[src/camera_cfg.svh]
// ====================
// Pixel path size settings
// Sample, coordinate, component and word widths,
// line buffer depth, frame-rate window
// ====================
`ifndef CAMERA_CFG_SVH
`define CAMERA_CFG_SVH

// Sensor side
`define RAW_WIDTH 12           // Sensor sample bits
`define COORD_WIDTH 12         // Column, row and frame sizes

// Colour side
`define COMP_WIDTH 8           // Component bits fed to the hue stage
`define HUE_WIDTH 8            // Hue result bits
`define PACK_BITS 5            // Bits per component in an RGB word
`define WORD_WIDTH 16          // Buffer word

// Line buffer holds one even Bayer row
`define MAX_LINE_WIDTH 64

// Rate window, counted in pixel clocks
`define RATE_WINDOW_CYCLES 256

`endif

[src/camera_pkg.sv]
// ====================
// Sensor-side types
// Raw samples, coordinates, frame counts
// ====================
`default_nettype none

`include "camera_cfg.svh"

package camera_pkg;

  // One sensor sample as seen on the pins
  typedef logic [`RAW_WIDTH-1:0] raw_sample_t;

  // Column, row, width or height
  typedef logic [`COORD_WIDTH-1:0] coord_t;

  // Captured frames, also the frames-per-window rate
  typedef logic [31:0] frame_count_t;

endpackage

`default_nettype wire

[src/pixel_pkg.sv]
// ====================
// Colour-side types
// Components, hue, buffer words, hue sectors
// ====================
`default_nettype none

`include "camera_cfg.svh"

package pixel_pkg;

  // ====================
  // Types
  // ====================
  typedef logic [`RAW_WIDTH-1:0]  component_t;    // Full-precision colour
  typedef logic [`COMP_WIDTH-1:0] hue_comp_t;     // Truncated for hue math
  typedef logic [`HUE_WIDTH-1:0]  hue_t;
  typedef logic [`WORD_WIDTH-1:0] buffer_word_t;  // Packed output word

  // ====================
  // Hue sectors
  // ====================
  // Circle of 256 split in three, one sector per dominant colour
  localparam hue_t SECTOR_RED_BASE   = hue_t'(0);
  localparam hue_t SECTOR_GREEN_BASE = hue_t'(85);
  localparam hue_t SECTOR_BLUE_BASE  = hue_t'(171);
  localparam hue_t SECTOR_SPAN       = hue_t'(43);   // Half a sector width

endpackage

`default_nettype wire

[src/ccd_capture.sv]
// ====================
// Sensor pin registers and per-frame capture gating
// Column and row counters, captured frame counter
// ====================
`timescale 1ns/10ps
`default_nettype none

module ccd_capture (
  input  wire logic                    ccd_pixel_clk,
  input  wire logic                    reset,
  input  wire camera_pkg::raw_sample_t sensor_data,
  input  wire logic                    frame_valid,
  input  wire logic                    line_valid,
  input  wire logic                    capture_enable,
  input  wire camera_pkg::coord_t      frame_width,
  output camera_pkg::raw_sample_t      sample,
  output logic                         sample_valid,
  output camera_pkg::coord_t           column,
  output camera_pkg::coord_t           row,
  output camera_pkg::frame_count_t     frame_count
);
  import camera_pkg::*;

  raw_sample_t data_q;                  // Registered pins
  logic        fval_q, lval_q;
  logic        fval_d;                  // Previous fval_q, edge detect
  logic        capture_on;              // Current frame accepted
  coord_t      col_count, row_count;    // Position of the next sample
  logic        frame_start, frame_end;
  logic        capture_now, take_sample;
  coord_t      cur_col, cur_row;
  logic        col_wrap;

  // ====================
  // Pin registers
  // ====================
  always_ff @(posedge ccd_pixel_clk) begin
    data_q <= sensor_data;
    if (reset) begin
      fval_q <= 1'b0;
      lval_q <= 1'b0;
      fval_d <= 1'b0;
    end else begin
      fval_q <= frame_valid;
      lval_q <= line_valid;
      fval_d <= fval_q;
    end
  end

  assign frame_start = fval_q & ~fval_d;
  assign frame_end   = ~fval_q & fval_d;
  // Start switch only sampled as the frame opens
  assign capture_now = frame_start ? capture_enable : capture_on;
  assign take_sample = fval_q & lval_q & capture_now;
  assign cur_col     = frame_start ? '0 : col_count;   // First sample may land on the start
  assign cur_row     = frame_start ? '0 : row_count;
  assign col_wrap    = (cur_col == frame_width - 1'b1);

  // ====================
  // Gating and counters
  // ====================
  always_ff @(posedge ccd_pixel_clk) begin
    if (reset) begin
      capture_on   <= 1'b0;
      sample_valid <= 1'b0;
      col_count    <= '0;
      row_count    <= '0;
      column       <= '0;
      row          <= '0;
      frame_count  <= '0;
    end else begin
      sample_valid <= take_sample;
      if (frame_start) begin
        capture_on <= capture_enable;
        col_count  <= '0;
        row_count  <= '0;
      end
      if (take_sample) begin
        column    <= cur_col;                          // Travels with the sample
        row       <= cur_row;
        col_count <= col_wrap ? '0 : cur_col + 1'b1;
        row_count <= col_wrap ? cur_row + 1'b1 : cur_row;
      end
      if (frame_end && capture_on)
        frame_count <= frame_count + 1'b1;             // Only frames we took
    end
  end

  // Sample payload, second edge
  always_ff @(posedge ccd_pixel_clk) begin
    if (take_sample)
      sample <= data_q;
  end

endmodule

`default_nettype wire

[src/bayer_demosaic.sv]
// ====================
// Bayer quad to RGB reconstruction
// One line buffer for the even row
// ====================
`timescale 1ns/10ps
`default_nettype none

`include "camera_cfg.svh"

module bayer_demosaic (
  input  wire logic                    ccd_pixel_clk,
  input  wire logic                    reset,
  input  wire camera_pkg::raw_sample_t sample,
  input  wire logic                    sample_valid,
  input  wire camera_pkg::coord_t      column,
  input  wire camera_pkg::coord_t      row,
  output pixel_pkg::component_t        red,
  output pixel_pkg::component_t        green,
  output pixel_pkg::component_t        blue,
  output logic                         rgb_valid
);
  import camera_pkg::*;
  import pixel_pkg::*;

  localparam int ADDR_W = $clog2(`MAX_LINE_WIDTH);

  // Quad layout
  //   even row  G R
  //   odd row   B G
  raw_sample_t         line_buf [`MAX_LINE_WIDTH];  // Even row, G and R
  raw_sample_t         prev_sample;                 // Left neighbour, B on odd rows
  logic [ADDR_W-1:0]   col_addr;
  logic [ADDR_W-1:0]   pair_addr;                   // Even column of the quad
  logic                even_row;
  logic                quad_done;
  logic [`RAW_WIDTH:0] green_sum;                   // One spare bit for the carry

  assign col_addr  = column[ADDR_W-1:0];
  assign pair_addr = {col_addr[ADDR_W-1:1], 1'b0};
  assign even_row  = ~row[0];
  assign quad_done = sample_valid & row[0] & column[0];  // Bottom-right G closes the quad

  // Upper G from the buffer, lower G is the live sample
  assign green_sum = {1'b0, line_buf[pair_addr]} + {1'b0, sample};

  // ====================
  // Line buffer
  // ====================
  always_ff @(posedge ccd_pixel_clk) begin
    if (sample_valid && even_row)
      line_buf[col_addr] <= sample;
  end

  always_ff @(posedge ccd_pixel_clk) begin
    if (sample_valid)
      prev_sample <= sample;
  end

  // ====================
  // Pixel output
  // ====================
  always_ff @(posedge ccd_pixel_clk) begin
    if (quad_done) begin
      red   <= line_buf[col_addr];                   // R sits above current G
      blue  <= prev_sample;
      green <= green_sum[`RAW_WIDTH:1];              // Truncated average
    end
  end

  always_ff @(posedge ccd_pixel_clk) begin
    if (reset)
      rgb_valid <= 1'b0;
    else
      rgb_valid <= quad_done;                        // One pixel per quad
  end

endmodule

`default_nettype wire

[src/rgb_to_hue.sv]
// ====================
// RGB to hue, three-stage pipeline
// Extremes, scaled division, sector base
// ====================
`timescale 1ns/10ps
`default_nettype none

`include "camera_cfg.svh"

module rgb_to_hue (
  input  wire logic                  ccd_pixel_clk,
  input  wire logic                  reset,
  input  wire pixel_pkg::component_t red,
  input  wire pixel_pkg::component_t green,
  input  wire pixel_pkg::component_t blue,
  input  wire logic                  rgb_valid,
  output pixel_pkg::hue_t            hue,
  output logic                       hue_valid
);
  import pixel_pkg::*;

  localparam int PROD_W = 2 * `COMP_WIDTH;   // Span times difference fits here

  hue_comp_t                     r8, g8, b8;
  hue_comp_t                     c_max, c_min;
  logic signed [`COMP_WIDTH:0]   c_num;      // Signed difference, one extra bit
  hue_t                          c_base;
  logic                          s1_valid, s2_valid;
  hue_comp_t                     s1_delta;
  logic signed [`COMP_WIDTH:0]   s1_num;
  hue_t                          s1_base, s2_base, s2_quot;
  logic signed [PROD_W-1:0]      span_ext, num_ext, delta_ext;
  logic signed [PROD_W-1:0]      scaled_num, div_num;

  // Top bits only
  assign r8 = red[`RAW_WIDTH-1 -: `COMP_WIDTH];
  assign g8 = green[`RAW_WIDTH-1 -: `COMP_WIDTH];
  assign b8 = blue[`RAW_WIDTH-1 -: `COMP_WIDTH];

  // ====================
  // Stage 1, extremes and sector
  // ====================
  always_comb begin
    if (r8 >= g8 && r8 >= b8) begin            // Red wins ties
      c_max  = r8;
      c_num  = $signed({1'b0, g8}) - $signed({1'b0, b8});
      c_base = SECTOR_RED_BASE;
    end else if (g8 >= b8) begin               // Then green
      c_max  = g8;
      c_num  = $signed({1'b0, b8}) - $signed({1'b0, r8});
      c_base = SECTOR_GREEN_BASE;
    end else begin
      c_max  = b8;
      c_num  = $signed({1'b0, r8}) - $signed({1'b0, g8});
      c_base = SECTOR_BLUE_BASE;
    end
    if (r8 <= g8 && r8 <= b8)
      c_min = r8;
    else
      c_min = (g8 <= b8) ? g8 : b8;
  end

  always_ff @(posedge ccd_pixel_clk) begin
    s1_delta <= c_max - c_min;
    s1_num   <= c_num;
    s1_base  <= c_base;
  end

  // ====================
  // Stage 2, scaled division
  // ====================
  assign span_ext   = $signed({{(PROD_W-`HUE_WIDTH){1'b0}}, SECTOR_SPAN});
  assign num_ext    = {{(PROD_W-`COMP_WIDTH-1){s1_num[`COMP_WIDTH]}}, s1_num};
  assign delta_ext  = $signed({{(PROD_W-`COMP_WIDTH){1'b0}}, s1_delta});
  assign scaled_num = span_ext * num_ext;
  // Grey pixel, no hue; signed divide truncates toward zero
  assign div_num    = (s1_delta == '0) ? $signed(PROD_W'(0)) : scaled_num / delta_ext;

  always_ff @(posedge ccd_pixel_clk) begin
    s2_quot <= div_num[`HUE_WIDTH-1:0];      // Within +-SPAN, low bits enough
    s2_base <= s1_base;
  end

  // ====================
  // Stage 3, base plus offset, wraps mod 256
  // ====================
  always_ff @(posedge ccd_pixel_clk) begin
    hue <= s2_base + s2_quot;
  end

  // Strobe follows the data through all three stages
  always_ff @(posedge ccd_pixel_clk) begin
    if (reset) begin
      s1_valid  <= 1'b0;
      s2_valid  <= 1'b0;
      hue_valid <= 1'b0;
    end else begin
      s1_valid  <= rgb_valid;
      s2_valid  <= s1_valid;
      hue_valid <= s2_valid;
    end
  end

endmodule

`default_nettype wire

[src/pixel_packer.sv]
// ====================
// Buffer word packer, RGB555 or hue
// ====================
`timescale 1ns/10ps
`default_nettype none

`include "camera_cfg.svh"

module pixel_packer (
  input  wire logic                  ccd_pixel_clk,
  input  wire logic                  reset,
  input  wire logic                  rgb_mode,
  input  wire pixel_pkg::component_t red,
  input  wire pixel_pkg::component_t green,
  input  wire pixel_pkg::component_t blue,
  input  wire logic                  rgb_valid,
  input  wire pixel_pkg::hue_t       hue,
  input  wire logic                  hue_valid,
  output pixel_pkg::buffer_word_t    pixel_word,
  output logic                       word_valid
);
  import pixel_pkg::*;

  buffer_word_t next_word;
  logic         next_valid;

  // Mode picks the stream, the other one is ignored
  assign next_word  = rgb_mode ?
                      {1'b0, red[`RAW_WIDTH-1 -: `PACK_BITS],
                       green[`RAW_WIDTH-1 -: `PACK_BITS],
                       blue[`RAW_WIDTH-1 -: `PACK_BITS]} :
                      {{(`WORD_WIDTH-`HUE_WIDTH){1'b0}}, hue};   // Hue in low byte
  assign next_valid = rgb_mode ? rgb_valid : hue_valid;

  always_ff @(posedge ccd_pixel_clk) begin
    if (next_valid)
      pixel_word <= next_word;                 // Held between strobes
  end

  always_ff @(posedge ccd_pixel_clk) begin
    if (reset)
      word_valid <= 1'b0;
    else
      word_valid <= next_valid;
  end

endmodule

`default_nettype wire

[src/frame_rate_meter.sv]
// ====================
// Frame rate over a fixed pixel-clock window
// ====================
`timescale 1ns/10ps
`default_nettype none

`include "camera_cfg.svh"

module frame_rate_meter (
  input  wire logic                     ccd_pixel_clk,
  input  wire logic                     reset,
  input  wire camera_pkg::frame_count_t frame_count,
  output camera_pkg::frame_count_t      frame_rate,
  output logic                          rate_pulse
);
  import camera_pkg::*;

  localparam int WIN_W = $clog2(`RATE_WINDOW_CYCLES);

  logic [WIN_W-1:0] win_count;        // Cycles into the current window
  frame_count_t     last_count;       // frame_count at the previous window end
  logic             win_end;

  assign win_end = (win_count == WIN_W'(`RATE_WINDOW_CYCLES - 1));

  always_ff @(posedge ccd_pixel_clk) begin
    if (reset) begin
      win_count  <= '0;
      last_count <= '0;
      frame_rate <= '0;
      rate_pulse <= 1'b0;
    end else if (win_end) begin
      win_count  <= '0;
      frame_rate <= frame_count - last_count;  // Frames seen this window
      last_count <= frame_count;
      rate_pulse <= ~rate_pulse;               // Toggles once per window
    end else begin
      win_count  <= win_count + 1'b1;
    end
  end

endmodule

`default_nettype wire

[src/camera_pipeline_top.sv]
// ====================
// Pixel path top level
// Capture, demosaic, hue, packer, rate meter
// ====================
`timescale 1ns/10ps
`default_nettype none

module camera_pipeline_top (
  input  wire logic                    ccd_pixel_clk,
  input  wire logic                    reset,
  input  wire camera_pkg::raw_sample_t sensor_data,
  input  wire logic                    frame_valid,
  input  wire logic                    line_valid,
  input  wire logic                    capture_enable,
  input  wire camera_pkg::coord_t      frame_width,
  input  wire camera_pkg::coord_t      frame_height,   // Kept for software, not consumed
  input  wire logic                    rgb_mode,
  output pixel_pkg::buffer_word_t      pixel_word,
  output logic                         word_valid,
  output camera_pkg::frame_count_t     frame_count,
  output camera_pkg::frame_count_t     frame_rate,
  output logic                         rate_pulse
);
  import camera_pkg::*;
  import pixel_pkg::*;

  // Capture to demosaic
  raw_sample_t sample;
  logic        sample_valid;
  coord_t      column, row;

  // Demosaic to hue and packer
  component_t  red, green, blue;
  logic        rgb_valid;

  // Hue to packer
  hue_t        hue;
  logic        hue_valid;

  ccd_capture u_capture (
    .ccd_pixel_clk (ccd_pixel_clk),
    .reset         (reset),
    .sensor_data   (sensor_data),
    .frame_valid   (frame_valid),
    .line_valid    (line_valid),
    .capture_enable(capture_enable),
    .frame_width   (frame_width),
    .sample        (sample),
    .sample_valid  (sample_valid),
    .column        (column),
    .row           (row),
    .frame_count   (frame_count)
  );

  bayer_demosaic u_demosaic (
    .ccd_pixel_clk (ccd_pixel_clk),
    .reset         (reset),
    .sample        (sample),
    .sample_valid  (sample_valid),
    .column        (column),
    .row           (row),
    .red           (red),
    .green         (green),
    .blue          (blue),
    .rgb_valid     (rgb_valid)
  );

  rgb_to_hue u_hue (
    .ccd_pixel_clk (ccd_pixel_clk),
    .reset         (reset),
    .red           (red),
    .green         (green),
    .blue          (blue),
    .rgb_valid     (rgb_valid),
    .hue           (hue),
    .hue_valid     (hue_valid)
  );

  pixel_packer u_packer (
    .ccd_pixel_clk (ccd_pixel_clk),
    .reset         (reset),
    .rgb_mode      (rgb_mode),
    .red           (red),
    .green         (green),
    .blue          (blue),
    .rgb_valid     (rgb_valid),
    .hue           (hue),
    .hue_valid     (hue_valid),
    .pixel_word    (pixel_word),
    .word_valid    (word_valid)
  );

  frame_rate_meter u_rate (
    .ccd_pixel_clk (ccd_pixel_clk),
    .reset         (reset),
    .frame_count   (frame_count),
    .frame_rate    (frame_rate),
    .rate_pulse    (rate_pulse)
  );

endmodule

`default_nettype wire

[config.mk]
export PLATFORM = sky130hd
export DESIGN_NAME = camera_pipeline_top
export DESIGN_NICKNAME = d
export VERILOG_FILES = /design/src/camera_pkg.sv /design/src/pixel_pkg.sv /design/src/ccd_capture.sv /design/src/bayer_demosaic.sv /design/src/rgb_to_hue.sv /design/src/pixel_packer.sv /design/src/frame_rate_meter.sv /design/src/camera_pipeline_top.sv
export VERILOG_INCLUDE_DIRS = /design/src
export SDC_FILE = /design/constraint.sdc
export NUM_CORES = 1
export LEC_CHECK = 0
export BUFFER_PORTS_ARGS = -buffer_cell sky130_fd_sc_hd__buf_2
export CAP_MARGIN = 25
export CORE_MARGIN = 3
export CORE_UTILIZATION = 38
export CTS_CLUSTER_SIZE = 10
export DETAILED_ROUTE_END_ITERATION = 10
export SETUP_SLACK_MARGIN = 0.3
export SYNTH_ARGS = -nofsm -noshare
export SYNTH_HDL_FRONTEND = slang
export SYNTH_SLANG_ARGS = --single-unit
[constraint.sdc]
create_clock -name ccd_pixel_clk -period 115.6 [get_ports ccd_pixel_clk]
set_clock_uncertainty 0.05 [all_clocks]
set_input_delay 23.12 -clock ccd_pixel_clk [delete_from_list [all_inputs] [get_ports ccd_pixel_clk]]
set_output_delay 23.12 -clock ccd_pixel_clk [all_outputs]
set_load 0.01 [all_outputs]
Word-level counts from Yosys, hierarchy flattened
Memory sizes are Yosys's and may differ from the RTL's. A register that Yosys moved wholly into a read port is not among the register bits.
Cells that the tools add are included.
Widths: inputs -> output; s select.
- register bits: 271
- logic and storage cells: 91
- bits of input ports: 42
- output and inout port bits: 82
- memories: 1
- bits in writable memories: 768
- divide/modulo/power cells: 1
- add/sub/neg operators: 12
- multipliers: 1
- eq/ne operators: 2
- reduce and logical (&&, ||, !) cells: 6
- magnitude comparators: 6
- bitwise operators: 10
- mux-type cells: 20
- memory list (memory ; words ; width ; rd ports ; clocked after Yosys merged registers in ; write ports ; RTL line ; text):
    u_demosaic.line_buf ; 64 ; 12 ; 2 ; 2 ; 1 ; bayer_demosaic.sv:30 ; raw_sample_t line_buf [`MAX_LINE_WIDTH];
- operators with widths (cell ; number):
    $mux 12 ; 6
    $mux 8 ; 6
    $add 32x1->32 const B ; 1
    $sub 32x32->32 ; 1
    $sub 8x8->9 ; 3
    $add 12x1->12 const B ; 2
    $ge 8x8->1 ; 3
    $le 8x8->1 ; 3
    $mux 9 ; 2
    $div 16x9->16 ; 1
    $mul 7x9->16 const A ; 1
    $add 12x12->13 ; 1
    $eq 12x12->1 ; 1
    $mux 6 ; 2
    $sub 12x1->12 const B ; 1
    $add 8x1->8 const B ; 1
    $add 8x8->8 ; 1
    $eq 8x8->1 const B ; 1
    $logic_not 8->1 ; 1
    $sub 8x8->8 ; 1
    $and 1x1->1 ; 6
    $logic_and 1x1->1 ; 4
    $mux 1 ; 4
    $not 1->1 ; 4
    $reduce_or 2->1 ; 1

Longest topological paths before layout
- depth in word-level cells: 6
- mapped depth: 203
- gate-level depth less buffers: 191

Hierarchy
A second synthesis with hierarchy kept.
- cell total of the unflattened synthesis: 4563
- area, all modules: 54237.0 µm²
- modules (own cells, without submodules) (module ; area each (µm²) ; times used ; cells an instance ; seq. area each (µm²)):
    bayer_demosaic ; 34099.0 ; 1 ; 2041 ; 24523.5
    rgb_to_hue ; 10322.4 ; 1 ; 1365 ; 840.8
    ccd_capture ; 4750.8 ; 1 ; 544 ; 2302.2
    frame_rate_meter ; 4386.7 ; 1 ; 576 ; 1461.4
    pixel_packer ; 678.2 ; 1 ; 37 ; 470.5

Worst setup path after synthesis
OpenSTA, ideal clock, no wires.
- path type: reg-to-reg
- from: register u_hue.s1_num[7]
- to: register u_hue.s2_quot[6]
- setup slack: 79.416 ns
- required time: 115.411 ns
- period minus slack after synthesis: 36.184 ns
- library setup time: 0.139 ns
- stages on the path, launching flop included: 196
- path buffers: 12
- data arrival time: 35.995 ns
- path through: dfxtp_1 inv_1 ha_1 inv_1 ha_1 fa_1 inv_1 fa_1 inv_1 ha_1 buf_2 nor2_2 o21ai_1 a21o_1 a2111o_1 a211o_1 o311a_1 nor2_1 (+160 left out) nor2b_1 o21ai_0 nand2b_1 a21oi_1 nor2b_1 o21ai_0 nand2b_1 a21oi_1 nand2_1 a311o_1 a2111o_1 nor2_2 o21ai_1 nor2_1 ha_1 a31oi_1 xor2_1 nor2_1
- longest elaborated chain between the ends: 2
- ends and longest elaborated chain (element ; RTL line ; text):
    start: declaration ; rgb_to_hue.sv:30 ; logic signed [`COMP_WIDTH:0] s1_num;
    start signal: assignment ; rgb_to_hue.sv:65 ; s1_num <= c_num;
    $mul 7x9->16 ; rgb_to_hue.sv:75 ; assign scaled_num = span_ext * num_ext;
    $div 16x9->16 ; rgb_to_hue.sv:77 ; assign div_num = (s1_delta == '0) ? $signed(PROD_W'(0)) : scaled_num / delta_ext;
    end signal: assignment ; rgb_to_hue.sv:80 ; s2_quot <= div_num[`HUE_WIDTH-1:0];
    end: declaration ; rgb_to_hue.sv:31 ; hue_t s1_base, s2_base, s2_quot;
No other way between the ends.
A chain may end at the register's enable or synchronous reset.

Final worst setup path
Same ends and word-level chain as after synthesis.

==> impl_metrics.yaml <==
final_layout:
  nets: 4070
  fillers: 10793
  drive_gt1_share_pct: 14.2
  fin_cells: 5382
  multi_input_area_um2: 18900
  postLayoutCoreUtil_pct: 43.3
  final-seq-area_um2: 24800
  area_growth_pct: 12.4
global_route:
  grt_pass1_wl_mm: 185
  grt_max_degree: 94
  grt_usage_pct: 19.7
  grt_pass1_vias: 29723
  grt.overflow.total: 0
  antenna_found_initial: 5
clock_network:
  htree_levels: 3
  cts.path.max_buffers: 3
  clockRootBuffer: "clkbuf_16"
  cts_buffers: 103
  ctsHoldBuffers: 0
  post_cts_resized: 0
  clock_sinks: 890
  path_clk_slew_ns: 0.05
  tritoncts: "built"
  clkLatencyLatePin_ns: 0.70
  post-cts-setup-buffers: 0
timing:
  fmax_mhz: 24.4
  tightest_slew_ns: 1.09
  post-route-period-util_pct: 35.5
  slew_viol_final: 0
  hold_violations: 0
  slew_headroom_pct: 27.4
  rsz0062_at_grt: "false"
  min_period_ns: 41.07
  setup_violations: 0
  tns_ns: 0
worst_setup_path:
  worstSetupPathType: "flip-flop to flip-flop"
  r2r_cells: 186
  crit_arrival_ns: 41.57
  path_common_cell: "o21a_1"
  worstPathRequired_ns: 116.10
  crit_path_start_kind: "flip-flop"
  worstSetupEndpointType: "flip-flop"
  cp_max_fo: 17
  cpPeakStageDelay_ns: 0.60
  crit_slowest_cell: "o211a_1"
die:
  die_area_um2: 122000
  io_pins: 124
  rows: 125
  start_util_pct: 38.5
  fp.coreArea_um2: 117000
  die_width_um: 350
  die_y_um: 350
pwr:
  peakVddDrop_mv: 0.0120
  p_leak_nw: 17.5
  powerDensity_nw_per_um2: 12.8
outcome:
  status: "finished clean"
synth:
  synth_largest_area_cell: "edfxtp_1"
  ys_warn_count: 0
  synthesis.area_um2: 44900
  synth_edf_count: 699
  postSynthAreaPerCell_um2: 12.2
  synth-seq-area-share_pct: 55.3
  yosys.area.top_type_share_pct: 46.7
  synth-main-ff-cell: "edfxtp_1"
  synthArstFlopShare_pct: 0
  synth_nets: 3961
  yosys-top-cells-area: "edfxtp_1 47%, dfxtp_1 8.5%, ha_1 6.1%"
  synth.most_common_cell: "edfxtp_1"
  synth_common_cells: "699 x edfxtp_1, 291 x nor2_1, 259 x nand2_1, 220 x ha_1, 199 x a21oi_1"
  ys_types: 109
  syn-instance-count: 3679
  ys_seq_elements: 890
detailed_routing:
  dr.pass1.iters: 6
  wl_mm: 123
  vias: 30790
  drtIter0Drc: 2981
  vias_per_cell: 5.72
  wire_per_inst_um: 22.8
  route.detailed.drc: 0
  ant_nets: 0
place:
  routabilityCongestion: 0.862
  post-place-cells: 5197
  io_buffers: 110
  hpwl_mm: 80.1
run:
  drv_cap: 0
min_path:
  hold_depth: 0
  worst_hold_path_type: "flip-flop to flip-flop"
[cells by family after synthesis]
family	Yosys count	share of synthesized area [%]
AOI/OAI and AO/OA	881	13.7
other	1	0.00835
xor gates and xnor gates	148	2.96
and+or+nand+nor	982	10.4
buffers and inverters	348	2.96
DFF	890	55.3
muxes	189	7.68
adders and majority gates	240	7.02
[stage by stage]
stage          total power [mW]  instance area [um^2]  hold WS [ns]  setup WS (ns)
2_1_floorplan             0.351                 44900         0.260          79.42
3_3_place_gp              0.353                 47200         0.260          74.96
3_5_place_dp              0.353                 47300         0.262          74.58
4_1_cts                   0.651                 50300         0.275          74.39
5_1_grt                   0.664                 50500         0.279          70.97
6_report                  0.645                 50500         0.275          74.53
[cell type report]
class	instances	area share [%]
clock buffers	160	5.61
clock inverters	12	0.426
multi-input cells	2441	37.4
repair buffers	174	2.30
diodes	3	0.0149
flip-flops and latches	890	49.2
well taps	1524	3.78
inverters	178	1.32
[critical path: cells and delay by family, from the launching register on]
kind | cells | cell delay (ns)
mux | 4 | 1.44
compound gates | 104 | 22.19
fa+ha+maj | 22 | 6.89
buf+inv | 10 | 1.08
xor+xnor | 2 | 0.57
simple gates | 44 | 8.19
flops | 1 | 0.44
[placed cells by master (no fill, tap or decap), types with 20 or more instances in the layout]
cell type    n
xor2_1      74
clkbuf_1    54
mux2_2      40
nor2_1     265
nor4_1      21
fa_1        20
nand2b_1    29
edfxtp_1   699
a22o_1      57
a21oi_1    199
o21a_1      73
buf_2      109
a211oi_1    23
and3_1      25
nand2_1    259
xnor2_1     71
dfxtp_1    188
nand4_1     30
or3_1       22
clkbuf_16  104
nand3_1     59
nor2_2      28
ha_1       220
mux4_2     120
a21o_1      47
nor3_1     113
a221oi_1    58
a22oi_1    143
nor2b_1     37
a31oi_1     69
inv_1      178
o21ai_0     86
buf_4       52
mux2i_1     27
[report_power, final]
part / total [mW] / internal [mW] / switching (mW)
Sequential: 0.342 / 0.342 / 0.000346
Clock: 0.299 / 0.172 / 0.127
Combinational: 0.00422 / 0.00130 / 0.00292
[state kept, by name (all words and copies together) (netlist names), 9 cells and up, named ones only]
| register | flops |
|---|---|
| u_hue.s1_num | 9 |
| u_capture.frame_count | 32 |
| u_capture.data_q | 12 |
| u_capture.col_count | 12 |
| u_demosaic.line_buf | 640 |
| u_rate.last_count | 32 |
| u_capture.sample | 12 |
| u_rate.frame_rate | 32 |
| u_packer.pixel_word | 15 |
[final timing paths]
check / from / end / slack [ns]
setup / recovery: u_hue.s1_num[7]$_DFF_P_ / u_hue.s2_quot[6]$_SDFF_PN0_ / 74.53
hold / removal: u_hue.s1_base[0]$_SDFF_PP0_ / u_hue.s2_base[0]$_DFF_P_ / 0.28
setup reg to reg: u_hue.s1_num[7]$_DFF_P_ / u_hue.s2_quot[6]$_SDFF_PN0_ / 74.53
hold reg to reg: u_hue.s1_base[0]$_SDFF_PP0_ / u_hue.s2_base[0]$_DFF_P_ / 0.28
[per-layer routing]
layer  GRT usage (%)  part of all wire (%)
met1            27.1                    43
met2            31.6                    46
met3            3.61                   8.0
met4            6.23                   2.9
met5               0                0.0073
Power figures use the tool's default switching activity.
